==> config.mk <==
export PLATFORM = sky130hd
export DESIGN_NAME = task_dispatch
export DESIGN_NICKNAME = d
export VERILOG_FILES = /design/src/rtl/edge_pkg.sv /design/src/rtl/credit_queue.sv /design/src/rtl/task_dispatch.sv
export SDC_FILE = /design/constraint.sdc
export NUM_CORES = 1
export LEC_CHECK = 0
export BUFFER_PORTS_ARGS = -buffer_cell sky130_fd_sc_hd__buf_2
export CORE_UTILIZATION = 30
export CTS_BUF_LIST = sky130_fd_sc_hd__clkbuf_8
export DETAILED_ROUTE_END_ITERATION = 10
export PLACE_DENSITY = 0.56
export SYNTH_ARGS = -nofsm -noshare
export SYNTH_HDL_FRONTEND = slang
export SYNTH_HIERARCHICAL = 1
export SYNTH_SLANG_ARGS = --single-unit
==> constraint.sdc <==
create_clock -name clk -period 2.9 [get_ports clk]
set_clock_uncertainty 0.1 [all_clocks]
set_input_delay 0.58 -clock clk [delete_from_list [all_inputs] [get_ports clk]]
set_output_delay 0.58 -clock clk [all_outputs]
set_load 0.01 [all_outputs]
==> src/rtl/edge_pkg.sv <==
package edge_pkg;

    localparam int NODE_W     = 7;
    localparam int LANE_W     = 8;
    localparam int NUM_LANES  = 2;
    localparam int SUM_W      = 12;  // holds MAX_DEGREE full-scale lanes
    localparam int MAX_DEGREE = 8;
    localparam int DEG_W      = 4;

    typedef logic [NODE_W-1:0] node_id_t;

    typedef struct packed {
        node_id_t node;
    } task_t;

    typedef struct packed {
        node_id_t                         node;
        logic [DEG_W-1:0]                 degree;
        logic [NUM_LANES-1:0][SUM_W-1:0]  sum;
    } result_t;

    typedef enum logic {
        BUS_NEIGHBOR = 1'b0,
        BUS_FEATURE  = 1'b1
    } bus_kind_t;

    typedef enum logic [1:0] {
        LOAD_DEGREE   = 2'd0,
        LOAD_NEIGHBOR = 2'd1,
        LOAD_FEATURE  = 2'd2
    } load_sel_t;

    // two ids in the low bits, or lane 1 over lane 0
    typedef logic [NUM_LANES*LANE_W-1:0] bus_data_t;

endpackage

==> src/rtl/credit_queue.sv <==
`timescale 1ns/10ps

module credit_queue #(
    parameter type payload_t = logic,
    parameter int  DEPTH     = 4
) (
    input  logic     clk,
    input  logic     reset,
    input  logic     push,
    input  payload_t push_data,
    input  logic     pop,
    output payload_t head,
    output logic     not_empty,
    output logic     full
);
    localparam int PTR_W = (DEPTH > 1) ? $clog2(DEPTH) : 1;
    localparam int CNT_W = $clog2(DEPTH + 1);

    payload_t         mem [DEPTH];
    logic [PTR_W-1:0] rd_ptr;
    logic [PTR_W-1:0] wr_ptr;
    logic [CNT_W-1:0] count;
    logic             do_push;
    logic             do_pop;

    function automatic logic [PTR_W-1:0] wrap_inc(input logic [PTR_W-1:0] p);
        return (p == PTR_W'(DEPTH - 1)) ? '0 : p + 1'b1;
    endfunction

    assign not_empty = (count != '0);
    assign full      = (count == CNT_W'(DEPTH));
    assign do_pop    = pop && not_empty;
    assign do_push   = push && (!full || do_pop);  // full queue still takes a push with a pop
    assign head      = mem[rd_ptr];

    always_ff @(posedge clk) begin
        if (reset) begin
            rd_ptr <= '0;
            wr_ptr <= '0;
            count  <= '0;
        end else begin
            if (do_push) wr_ptr <= wrap_inc(wr_ptr);
            if (do_pop) rd_ptr <= wrap_inc(rd_ptr);
            case ({do_push, do_pop})
                2'b10:   count <= count + 1'b1;
                2'b01:   count <= count - 1'b1;
                default: count <= count;
            endcase
        end
    end

    always_ff @(posedge clk) begin
        if (do_push) mem[wr_ptr] <= push_data;
    end

endmodule

==> src/rtl/task_dispatch.sv <==
`timescale 1ns/10ps

module task_dispatch import edge_pkg::*; #(
    parameter int NUM_PE     = 2,
    parameter int TASK_DEPTH = 4
) (
    input  logic              clk,
    input  logic              reset,
    input  logic              task_valid,
    input  node_id_t          task_node,
    output logic              task_credit,
    input  logic [NUM_PE-1:0] pe_idle,
    output logic [NUM_PE-1:0] pe_task_valid,
    output task_t             pe_task
);
    task_t             new_task;
    task_t             head;
    logic              q_not_empty;
    logic              pop;
    logic [NUM_PE-1:0] avail;
    logic [NUM_PE-1:0] sel;

    assign new_task.node = task_node;
    assign avail = pe_idle & ~pe_task_valid;  // PE handed a task last cycle still shows idle
    assign sel   = avail & -avail;            // lowest idle PE
    assign pop   = q_not_empty && (|avail);

    credit_queue #(
        .payload_t (task_t),
        .DEPTH     (TASK_DEPTH)
    ) u_task_q (
        .clk       (clk),
        .reset     (reset),
        .push      (task_valid),
        .push_data (new_task),
        .pop       (pop),
        .head      (head),
        .not_empty (q_not_empty),
        .full      ()
    );

    always_ff @(posedge clk) begin
        if (reset) begin
            task_credit   <= 1'b0;
            pe_task_valid <= '0;
        end else begin
            task_credit   <= pop;
            pe_task_valid <= pop ? sel : '0;
        end
    end

    always_ff @(posedge clk) begin
        if (pop) pe_task <= head;
    end

endmodule

=== Word-level counts from Yosys, hierarchy flattened ===
Memory sizes are Yosys's and may differ from the RTL's. A register that Yosys moved wholly into a read port is not among the register bits.
Cells that the tools add are included.

* ROM bits: 0
* Latch bits: 0
* Logic and storage cells: 34
* Output and inout port bits: 10
* Input port bits: 12
* Memories: 1
* RAM bits: 28
* Flip-flop bits (word level): 10

* Reduce and logical (&&, ||, !) cells: 9
* Add/subtract/negate cells: 5
* Shift operators: 0
* Mux-type cells: 5
* Bitwise logic cells: 4
* $mul: 0
* Div/mod/pow operators: 0
* $lt $le $gt $ge: 0
* Equal/unequal tests: 5

{| class="wikitable"
|+ Memory list
! memory !! words !! bits a word !! rd ports !! clocked after memory_dff !! wr ports !! line !! text
|-
| u_task_q.mem || 4 || 7 || 1 || 1 || 1 || credit_queue.sv:19 || <nowiki>payload_t mem [DEPTH];</nowiki>
|}

{| class="wikitable"
|+ Operators with widths
! operator !! number
|-
| 2-bit equality test (second input constant) || 3
|-
| 3-bit one-hot mux with 2 select lines || 1
|-
| 2-bit by 1-bit adder with 2-bit output (second input constant) || 2
|-
| 2-bit AND || 2
|-
| 2-bit two-way mux || 2
|-
| 2-bit OR reduction || 2
|-
| 3-bit by 1-bit adder with 3-bit output (second input constant) || 1
|-
| 3-bit equality test (second input constant) || 1
|-
| 1-bit logical AND || 3
|-
| 3-bit nonzero test || 1
|-
| 3-bit by 1-bit subtractor with 3-bit output (second input constant) || 1
|-
| 2-bit by 1-bit equality test with 1-bit output (second input constant) || 1
|-
| 1-bit two-way mux || 2
|-
| 2-bit negator || 1
|-
| 2-bit NOT || 1
|-
| 2-bit nonzero test || 1
|-
| 1-bit zero test || 1
|-
| 1-bit logical OR || 1
|-
| 1-bit NOT || 1
|}

=== Depth between registers and ports, before layout ===
Gate-level depths: netlist (run 1).

* Word-level depth: 9
* Gate-level depth with buffers: 9
* Gate-level depth less buffers: 7

=== Modules after synthesis ===
The synthesis (run 1) kept the hierarchy.

{| class="wikitable"
|+ By module, submodules not included
! module !! cells an instance !! sequential area each (um2) !! times used !! area an instance (um2)
|-
| credit_queue || 102 || 1,021.0 || 1 || 1,585.3
|-
| task_dispatch || 17 || 270.3 || 1 || 319.1
|}

=== Worst setup path before layout (run 1) ===
No wires, ideal clock.

* Kind: input-to-reg
* From: input port pe_idle[0]
* To: register u_task_q.count[2]
* Library setup time: 0.126 ns
* Stages on the path: 8
* Required time: 2.674 ns
* Slack: 0.244 ns
* Arrival time: 2.430 ns
* Path buffers: 1
* Path through: nand2b_1 > a21boi_1 > clkbuf_4 > nand3_1 > fa_1 > or2b_1 > o211ai_1 > a31oi_1

* Word-level cells in the longest chain between the ends: 8
* Elaborated cells on any way between the ends: 10
* Those cells by class: eq/ne: 2; mux: 1; bitwise: 1; reduce/logical: 6

{| class="wikitable"
|+ Ends and longest elaborated chain
! what !! line !! text
|-
| from (decl) || task_dispatch.sv:12 || <nowiki>input logic [NUM_PE-1:0] pe_idle,</nowiki>
|-
| 2-bit AND (*) || task_dispatch.sv:24 || <nowiki>assign avail = pe_idle & ~pe_task_valid;</nowiki>
|-
| 2-bit OR reduction (*) || task_dispatch.sv:26 || <nowiki>assign pop = q_not_empty && (|avail);</nowiki>
|-
| 1-bit logical AND (*) || task_dispatch.sv:26 ||
|-
| named net pop || task_dispatch.sv:19 || <nowiki>logic pop;</nowiki>
|-
| 1-bit logical AND (*) || credit_queue.sv:32 || <nowiki>assign do_pop = pop && not_empty;</nowiki>
|-
| 1-bit logical OR || credit_queue.sv:33 || <nowiki>assign do_push = push && (!full || do_pop);</nowiki>
|-
| 1-bit logical AND || credit_queue.sv:33 ||
|-
| 2-bit by 1-bit equality test with 1-bit output / 2-bit equality test (equally long branches) || credit_queue.sv:44 || <nowiki>case ({do_push, do_pop})</nowiki>
|-
| 3-bit one-hot mux with 2 select lines / 2-bit nonzero test (equally long branches) || - ||
|-
| to (signal assigned) || credit_queue.sv:45 || <nowiki>2'b10: count <= count + 1'b1;</nowiki>
|-
| to (signal assigned) || credit_queue.sv:46 || <nowiki>2'b01: count <= count - 1'b1;</nowiki>
|-
| to (signal assigned) || credit_queue.sv:47 || <nowiki>default: count <= count;</nowiki>
|-
| to (decl) || credit_queue.sv:22 || <nowiki>logic [CNT_W-1:0] count;</nowiki>
|}

Mark *: on every way through the listed nets, which the timed path passes. The rest lies on a longest branch.
A chain may end at the register's enable or synchronous reset.

=== Worst setup path in the final report (run 1) ===
* From: register u_task_q.count[2]
* To: memory u_task_q/mem[3][2] (netlist name), enable pin

* Word-level cells in the longest chain between the ends: 7
* Elaborated cells on any way between the ends: 9
* Those cells by class: eq/ne: 1; mux: 2; reduce/logical: 6

{| class="wikitable"
|+ Ends and longest elaborated chain
! what !! line !! text
|-
| 3-bit nonzero test || credit_queue.sv:30 || <nowiki>assign not_empty = (count != '0);</nowiki>
|-
| named net q_not_empty || task_dispatch.sv:18 || <nowiki>logic q_not_empty;</nowiki>
|-
| 1-bit logical AND || task_dispatch.sv:26 ||
|-
| named net pop || task_dispatch.sv:19 ||
|-
| 1-bit logical AND || credit_queue.sv:32 ||
|-
| 1-bit logical OR || credit_queue.sv:33 ||
|-
| 1-bit logical AND || credit_queue.sv:33 ||
|-
| 1-bit two-way mux || credit_queue.sv:53 || <nowiki>if (do_push) mem[wr_ptr] <= push_data;</nowiki>
|-
| 1-bit two-way mux (not written as such) || credit_queue.sv:53 ||
|-
| to (decl) || credit_queue.sv:19 ||
|}

The timed path passes the listed nets, and every way through them passes these cells.

==> impl_results.md, run 1 <==
* Outcome: finished, final reports clean
* FMAX at 0.422 GHz
* Vias per cell at 4.71
* Design Power at 0.00142 W
* First-iteration detailed-routing DRC count at 79
* Hpwl dp at 2290 µm
* Vias in the first global route at 1063
* Most frequent cells in the layout: 35 x edfxtp_1, 21 x buf_2, 12 x dfxtp_1
* Share of layout cells above drive strength 1 at 29.4%
* Crit. Startpoint: u_task_q/count[2]
* Crit path to: u_task_q/mem[3][2]
* Clock insertion delay at the later pin of the skew report at 0.29 ns
* Pleak at 0.759 nW
* Placed Area at 2070 µm²
* Setup-failing EPs final at 0
* Worst hold slack at 0.402 ns
* Post-CTS Resized at 0
* Post-route DRC violation count at 0
* Starting Density at 31.5%
* Die W at 81.5 µm
* Final ANT Viol Nets at 0
* Slowest Stage Delay on Critical Path at 0.43 ns
* Largest net degree at the start of global routing at 18
* Reg clk slew, reported paths at 0.08 ns
* Clk buf depth at 2
* Final Cell Area at 2180 µm²
* Port bufs at 21
* Cell Pwr Density at 650 nW/µm²
* CP required at 2.81 ns
* Synthesized cell area at 1900 µm²
* Avg Inst Size Synth at 16.1 µm²
* Die Y at 81.5 µm
* Clock period minus worst slack at 2.37 ns
* Setup_tns at 0 ns
* Pre-CTS setup slack at 0.536 ns
* Gpl congestion at 0.721
* HP Class: primary input to flip-flop
* Worst path slowest cell: or3_1
* Die Area at 6650 µm²
* Gr ovfl total at 0
* Nets at 160
* Wire length of the first global-routing pass at 5180 µm
* Row count at 28
* Post-CTS setup buffers at 0
* Area delta synth->final at 15.0%
* Reg2reg setup slack at 0.53 ns
* Tcrit/Tclk final at 81.8%
* Slew headroom at 69.2%
* CP Data Arrival Time at 2.28 ns
* Initial antenna violation count at 0
* Syn nets at 136
* Synth warn at 6
* TritonCTS buffer count at 5
* Most common cell after layout, fill and taps aside: edfxtp_1
* Clk root buf: clkbuf_8
* WL per Instance at 14.4 µm
* FF-to-FF Start: u_task_q/count[2]
* Max-slew violations at 0
* Startpoint Class: flip-flop
* Gr usage total at 11.1%
* Worst Tran Pin Value at 0.461 ns
* Register-to-Register Path Depth at 6
* CTS tree: yes
* # IOs at 22
* Drt pass-1 iters at 4
* # diodes at 0
* # hold bufs at CTS at 0
* Cells after Synth at 118
* Setup crit end kind: flip-flop
* Worst Path Max Fanout at 17
* Peak supply drop at 256 µV
* Final-report hold violation count at 0
* Via Count at 1027
* Core area at 6030 µm²
* RSZ-0062 raised after global routing: no
* Max Cap Viol at 0
* Worst setup margin at 0.528 ns
* Worst-path cell chain: or3_1 > a21boi_1 > buf_4 > nor4b_2 > nor2_1 > and2_1
* Post-Route WL at 3140 µm
* Worst R2R End: u_task_q/mem[3][2]
* Clk sinks at 47
* WS Path Type: flip-flop to flip-flop
* CTS H-tree lvls at 2
==> per-stage QoR <==
| stage | util, % | std cells |
|---|---|---|
| floorplan | - | 118 |
| global placement | 34.4 | 210 |
| detailed placement | 34.4 | 210 |
| CTS | 36.2 | 218 |
| global route | 36.2 | 218 |
| finish | 36.2 | 218 |
==> sequential cells by signal, summed over array words and instances, names as in the netlist, named ones only <==
register,cells
task_credit,1
u_task_q/rd_ptr,2
u_task_q/mem,28
pe_task_valid,2
pe_task,7
u_task_q/count,3
u_task_q/wr_ptr,2
==> per-layer routing <==
| metal | vias to the layer above | part of all wire, % | track usage (%) |
|---|---|---|---|
| met5 | - | 0 | 0 |
| met4 | 0 | 2.0 | 5.89 |
| met3 | 7 | 3.1 | 3.00 |
| met2 | 25 | 49 | 19.3 |
| met1 | 506 | 46 | 12.4 |
| li1 | 489 | - | - |
==> critical path: cells and delay by family, from the launching register on <==
family | cells | cell delay [ns]
buf+inv | 1 | 0.21
compound gates | 1 | 0.16
flops | 1 | 0.38
simple gates | 4 | 1.23
==> power by group <==
| part | total, W | leakage, nW | switching, W | internal [W] |
|---|---|---|---|---|
| sequential | 0.000797 | 0.419 | 0.0000256 | 0.000771 |
| combinational | 0.000155 | 0.285 | 0.0000861 | 0.0000689 |
| clock | 0.000467 | 0.0556 | 0.000213 | 0.000254 |
| total | 0.00142 | 0.759 | 0.000325 | 0.00109 |
==> how the worst min path moves through the flow <==
stage | cells after the start | startpoint | slack, ns | to
2_1_floorplan | 2 | u_task_q/rd_ptr[0] | 0.36 | flip-flop
3_3_place_gp | 2 | u_task_q/rd_ptr[0] | 0.38 | u_task_q/rd_ptr[0]
3_5_place_dp | 2 | u_task_q/rd_ptr[0] | 0.41 | flip-flop
4_1_cts | 1 | task_node[6] | 0.39 | u_task_q/mem[2][6]
5_1_grt | 1 | task_node[4] | 0.40 | u_task_q/mem[2][4]
6_report | 1 | task_node[2] | 0.40 | u_task_q/mem[3][2]
==> layout make-up <==
class                   instances  area [µm²]
fillers                       575        3840
clock inverters                 3        41.3
repair buffers                 22         113
multi-input cells              60         549
clock buffers                   5        68.8
well taps                      75        93.8
flip-flops and latches         47        1290
inverters                       6        25.0
No activity file was read; power rests on OpenSTA's default activity.
==> run 2: changes to the inputs <==
- ABC_AREA: not set -> 1
- PLACE_DENSITY: 0.56 -> 0.57
- clock period: 2.9 -> 2.05 ns (I/O delays scaled with it)
==> run 2 against run 1 <==
  * Worst setup slack lost 0.35 ns
  * Die area grew 0.97%
  * Non-clock buffer count rose by 6
  * Synthesized area is 0.99% higher
  * Via count rose by 15%
  * Utilization rose by 1.5 points
  * Global-route usage is 0.45 points lower
  * Synthesized cell count is 34% higher
  * Sequential power rose by 73%
  * Design area increased by 4.2%
  * Combinational power rose to 6.2 times the previous value
  * First-iteration DRC count is 10% lower
  * Largest cell class unchanged
==> impl_results.md, run 2 <==
* Outcome: finished, final reports clean
* Setup crit end kind: flip-flop
* Gpl congestion at 0.763
* WS Path Type: flip-flop to flip-flop
* Die W at 81.9 µm
* Die Y at 81.9 µm
* FF-to-FF Start: u_task_q/count[1]
* First-iteration detailed-routing DRC count at 71
* Clock insertion delay at the later pin of the skew report at 0.30 ns
* Multi-input logic area at 522 µm²
* Area delta synth->final at 18.6%
* RSZ-0062 raised after global routing: no
* Critical path's most frequent cell: inv_1
* Top cells by area, synth: edfxtp_1 55%, dfxtp_1 13%, nor2_1 4.7%, inv_1 3.5%, ha_1 3.3%
* Register area share after synthesis at 67.4%
* Gr ovfl total at 0
* Final-report hold violation count at 0
* Hold EP: u_task_q/count[0]
* Post-Route WL at 3130 µm
* Biggest regs: u_task_q/mem (28), pe_task (7), u_task_q/count (3)
* Synthesized cell area at 1920 µm²
* Post-route DRC violation count at 0
* Placed cells at 259
* Setup-failing EPs final at 0
* Max FFs per register at 28
* Die Area at 6710 µm²
* Most frequent cells in the layout: 35 x edfxtp_1, 24 x nor2_1, 21 x buf_2
* Clock period minus worst slack at 1.87 ns
* Reg2reg setup slack at 0.18 ns
* Reg clk slew, reported paths at 0.09 ns
* CP required at 2.14 ns
* Top cells by count, synth: 35 x edfxtp_1, 24 x nor2_1, 18 x inv_1, 12 x dfxtp_1, 12 x o21ai_0
* Vias in the first global route at 1050
* # diodes at 0
* Post-CTS setup buffers at 0
* Final ANT Viol Nets at 0
* Register bit total from synthesis at 47
* Worst Path Max Fanout at 6
* # IOs at 22
* Hpwl dp at 2160 µm
* Flip-flop and latch area at 1290 µm²
* CTS tree: yes
* Setup_tns at 0 ns
* Largest net degree at the start of global routing at 17
* Most common cell in the netlist: edfxtp_1
* CP Data Arrival Time at 1.97 ns
* Fillers at 610
* Startpoint Class: flip-flop
* Final Cell Area at 2270 µm²
* Post-synth cell types at 24
* Main synth FF type: edfxtp_1
* Worst path slowest cell: dfxtp_1
* Max Cap Viol at 0
* Asr flop ratio synth at 0%
* Initial antenna violation count at 0
* Cell Pwr Density at 1330 nW/µm²
* Hold Path Origin: reset
* Largest area contributor in the netlist: edfxtp_1
* Via Count at 1176
* Syn nets at 176
* FMAX at 0.534 GHz
* Nets at 209
* Slew headroom at 82.5%
* Pleak at 0.921 nW
* Post-synth top area share at 54.8%
* Clk buf depth at 2
* Worst Path Buf+Inv at 2
* Avg Inst Size Synth at 12.1 µm²
* Worst Tran Pin Value at 0.262 ns
* Core area at 6030 µm²
* Final Non-Filler Cells at 267
* Most common cell after layout, fill and taps aside: edfxtp_1
* Post-CTS Resized at 0
* Synth warn at 6
* Slowest Stage Delay on Critical Path at 0.42 ns
* Wire length of the first global-routing pass at 5050 µm
* Hold depth at 2
* Clk sinks at 47
* Starting Density at 31.8%
* EDFF count, synth at 35
* Worst path top cell family by delay: simple AND/OR/NAND/NOR gates
* WL per Instance at 11.7 µm
* Worst R2R End: u_task_q/count[2]
* HP Class: primary input to flip-flop
* Crit. Startpoint: u_task_q/count[1]
* Worst-path cell chain: nor2_4 > nand2_4 > nand2_2 > inv_1 > nand3_2 > fa_1 > inv_1 > nand4_1 > a21oi_1 > nor2_1
* Cells after Synth at 158
* Register-to-Register Path Depth at 10
* Share of layout cells above drive strength 1 at 31.8%
* Tcrit/Tclk final at 91.4%
* # hold bufs at CTS at 0
* TritonCTS buffer count at 5
* Peak supply drop at 556 µV
* CTS H-tree lvls at 2
* Row count at 28
* Drt pass-1 iters at 4
* Placed Area at 2160 µm²
* Port bufs at 21
* Gr usage total at 10.7%
* Clk root buf: clkbuf_8
* Vias per cell at 4.40
* Largest Register: u_task_q/mem
* Max-slew violations at 0
[run 2: cell count changes in the layout (fill, tap and decap cells not counted), sizes merged, moves of 3 or more]
cell / previous run / this run
mux4: 7 / 0
nand2: 2 / 12
and2: 4 / 0
o22ai: 0 / 7
nand4: 0 / 4
nor2: 5 / 26
o21ai: 3 / 19
buf: 22 / 28
or3: 3 / 0
inv: 7 / 26
[run 2: worst register-to-register path, delay by kind of cell (launching register included)]
kind            cells  cell delay [ns]
compound gates      1             0.14
simple gates        6             0.54
fa+ha+maj           1             0.40
buf+inv             2             0.17
flops               1             0.42
[run 2: power breakdown]
part	internal [W]	switching [W]	total, W
clock network	0.000367	0.000322	0.000689
logic	0.000363	0.000595	0.000958
registers	0.00128	0.0000990	0.00138
[run 2: worst max path at each step]
stage | end | slack (ns) | depth (start not counted)
floorplan | u_task_q/count[2] | 0.08 | 10
global placement | u_task_q/count[2] | 0.18 | 11
detailed placement | u_task_q/count[2] | 0.15 | 11
CTS | u_task_q/count[2] | 0.17 | 10
global route | u_task_q/count[2] | 0.05 | 10
finish | u_task_q/count[2] | 0.18 | 10
[run 2: routing by layer]
layer  global-route usage, %  vias to the layer above  wire [µm]
li1                        -                      607          -
met1                    13.6                      545       1540
met2                    15.7                       19       1410
met3                    3.89                        5        123
met4                    5.79                        0         56
met5                       0                        -          0
[run 2: kinds of logic after synthesis]
logic type	after synthesis	share of synthesized area, %
AND/OR/NAND/NOR	46	12.9
flip-flops	47	67.4
adder cells (fa/ha/maj)	6	4.31
buffers and inverters	27	5.42
AO/OA/AOI/OAI	32	9.99
[run 2: cell type report]
cell class,count,share of cell area [%]
Tap cell,75,4.13
Clock inverter,3,2.04
Inverter,25,4.13
Multi-Input combinational cell,84,22.9
Sequential cell,47,56.8
Clock buffer,5,3.03
Timing Repair Buffer,28,6.93
[run 2: metrics by stage]
| stage | hold WS, ns | total power [W] | util (%) | setup slack (ns) |
|---|---|---|---|---|
| floorplan | 0.372 | 0.00207 | - | 0.0755 |
| global placement | 0.401 | 0.00238 | 35.8 | 0.180 |
| detailed placement | 0.400 | 0.00239 | 35.8 | 0.155 |
| CTS | 0.211 | 0.00308 | 37.7 | 0.166 |
| global route | 0.211 | 0.00326 | 37.7 | 0.0458 |
| finish | 0.219 | 0.00303 | 37.7 | 0.176 |
==> run 3: changes to the inputs <==
- CORE_UTILIZATION: 30 -> 40
- CTS_BUF_LIST: sky130_fd_sc_hd__clkbuf_8 -> sky130_fd_sc_hd__clkbuf_2
- PLACE_DENSITY: 0.57 -> 0.67
- clock period: 2.05 -> 2.3 ns (I/O delays scaled with it)
==> run 3 against run 2 <==
  * First-iteration DRC count increased by 42%
  * Final cell count decreased by 9.0%
  * Sequential share of layout area increased by 2.8 points
  * Critical path depth unchanged
  * Largest power group unchanged
  * Critical path type unchanged
  * Total power decreased by 21%
  * Register-to-register slack improved by 0.17 ns
  * Hold slack got worse by 0.071 ns
  * Sequential power decreased by 11%
  * The flow now finishes with violations (design-rule violations)
  * Worst setup slack improved by 0.17 ns
  * Largest cell class unchanged
  * Maximum frequency decreased by 4.2%
  * Die area decreased by 24%
  * Design area decreased by 4.7%
==> impl_results.md, run 3 (synthesized netlist as in run 2, its figures left out) <==
* Outcome: finished, violations left
* Failing checks: design-rule violations
* RSZ-0062 raised after global routing: no
* Max-slew violations at 0
* Final-report hold violation count at 0
* Most frequent cells in the layout: 35 x edfxtp_1, 24 x nor2_1, 21 x buf_2
* HP Class: primary input to flip-flop
* # diodes at 0
* Met3 wire length at 101 µm
* Hold Path Origin: task_node[5]
* # hold bufs at CTS at 0
* Largest net degree at the start of global routing at 16
* Tcrit/Tclk final at 85.1%
* Vias in the first global route at 1098
* Initial antenna violation count at 0
* # IOs at 22
* Die Area at 5070 µm²
* Worst R2R End: u_task_q/count[2]
* Gpl congestion at 0.770
* WS Path Type: flip-flop to flip-flop
* Fillers at 382
* First-iteration detailed-routing DRC count at 101
* Worst Path Max Fanout at 6
* Post-route DRC violation count at 2
* Hpwl dp at 2090 µm
* Wire length of the first global-routing pass at 5100 µm
* CP Data Arrival Time at 2.18 ns
* CTS tree: yes
* Clk buf depth at 2
* Die W at 71.2 µm
* Final Non-Filler Cells at 243
* Share of layout cells above drive strength 1 at 31.4%
* Clk root buf: clkbuf_2
* Slew headroom at 82.3%
* Core area at 4470 µm²
* Worst Tran Pin Value at 0.266 ns
* Cell Pwr Density at 1110 nW/µm²
* Max Cap Viol at 0
* Post-Route WL at 3000 µm
* Hold depth at 1
* Peak supply drop at 398 µV
* Die Y at 71.2 µm
* DR WL met2 at 1360 µm
* Register-to-Register Path Depth at 10
* Hold EP: u_task_q/mem[3][5]
* Clock period minus worst slack at 1.96 ns
* Clk sinks at 47
* Gr ovfl total at 0
* Met1 wire length at 1500 µm
* Max layer used: met4
* Setup-failing EPs final at 0
* Nets at 208
* Port bufs at 21
* FF-to-FF Start: u_task_q/count[1]
* CTS H-tree lvls at 2
* FMAX at 0.511 GHz
* Final ANT Viol Nets at 0
* Placed cells at 235
* WL per Instance at 12.4 µm
* Most common cell after layout, fill and taps aside: edfxtp_1
* Via Count at 1155
* Biggest regs: u_task_q/mem (28), pe_task (7), u_task_q/count (3)
* Vias per cell at 4.75
* CP required at 2.52 ns
* TritonCTS buffer count at 5
* Area delta synth->final at 13.0%
* Post-CTS Resized at 0
* Startpoint Class: flip-flop
* Worst hold slack at 0.148 ns
* Row count at 24
* Reg2reg setup slack at 0.34 ns
* Drt pass-1 iters at 7
* Setup_tns at 0 ns
* Clock insertion delay at the later pin of the skew report at 0.40 ns
* Largest Register: u_task_q/mem
* Post-CTS setup buffers at 0
* Gr usage total at 13.6%
* Reg clk slew, reported paths at 0.23 ns
* Pleak at 0.894 nW
* Setup crit end kind: flip-flop
* Starting Density at 42.8%
* Max FFs per register at 28
[run 3: cell types whose count changed in the layout (fill, tap and decap cells not counted)]
cell and delta:
buf_4 -1, bufinv_16 -1, clkbuf_2 +5, clkbuf_8 -5, clkinv_2 +2, clkinvlp_4 -1
[run 3: final cells by class]
cell class,instances,area [µm²],share of cell area (%)
Inverter,25,93.8,4.33
Clock buffer,5,25.0,1.16
Timing Repair Buffer,27,150,6.93
Sequential cell,47,1290,59.6
Multi-Input combinational cell,84,522,24.1
Tap cell,52,65.1,3.00
Clock inverter,3,18.8,0.867
[run 3: critical path, stage by stage (launching register included)]
cell	delay (ns)
dfxtp_1	0.45
nor2_4	0.07
nand2_4	0.10
nand2_2	0.07
inv_1	0.17
nand3_2	0.16
fa_1	0.40
inv_1	0.06
nand4_1	0.11
a21oi_1	0.14
nor2_1	0.05
[run 3: worst max path at each step]
stage	slack (ns)	from	depth (start not counted)	end
2_1_floorplan	0.30	pe_idle[0]	10	u_task_q/count[2]
3_3_place_gp	0.29	pe_idle[0]	11	u_task_q/count[2]
3_5_place_dp	0.25	pe_idle[0]	11	u_task_q/count[2]
4_1_cts	0.34	u_task_q/count[1]	10	u_task_q/count[2]
5_1_grt	0.10	u_task_q/count[1]	10	u_task_q/count[2]
6_report	0.34	u_task_q/count[1]	10	u_task_q/count[2]
[run 3: per-layer routing]
metal | GRT usage, % | up-vias
li1 | - | 607
met1 | 19.1 | 529
met2 | 20.1 | 14
met3 | 4.78 | 5
met4 | 4.00 | 0
met5 | 0 | -
[run 3: power by group]
group          internal (W)  switching, W  leakage, nW
combinational      0.000309      0.000532        0.439
sequential          0.00114     0.0000851        0.422
clock             0.0000760      0.000256       0.0331
[run 3: stage by stage]
stage / setup slack, ns / utilization (%) / instance area (µm²) / power [W]
floorplan: 0.296 / - / 1920 / 0.00184
global placement: 0.294 / 47.4 / 2120 / 0.00209
detailed placement: 0.252 / 47.4 / 2120 / 0.00210
CTS: 0.339 / 48.4 / 2170 / 0.00243
global route: 0.104 / 48.4 / 2170 / 0.00259
finish: 0.343 / 48.4 / 2170 / 0.00240
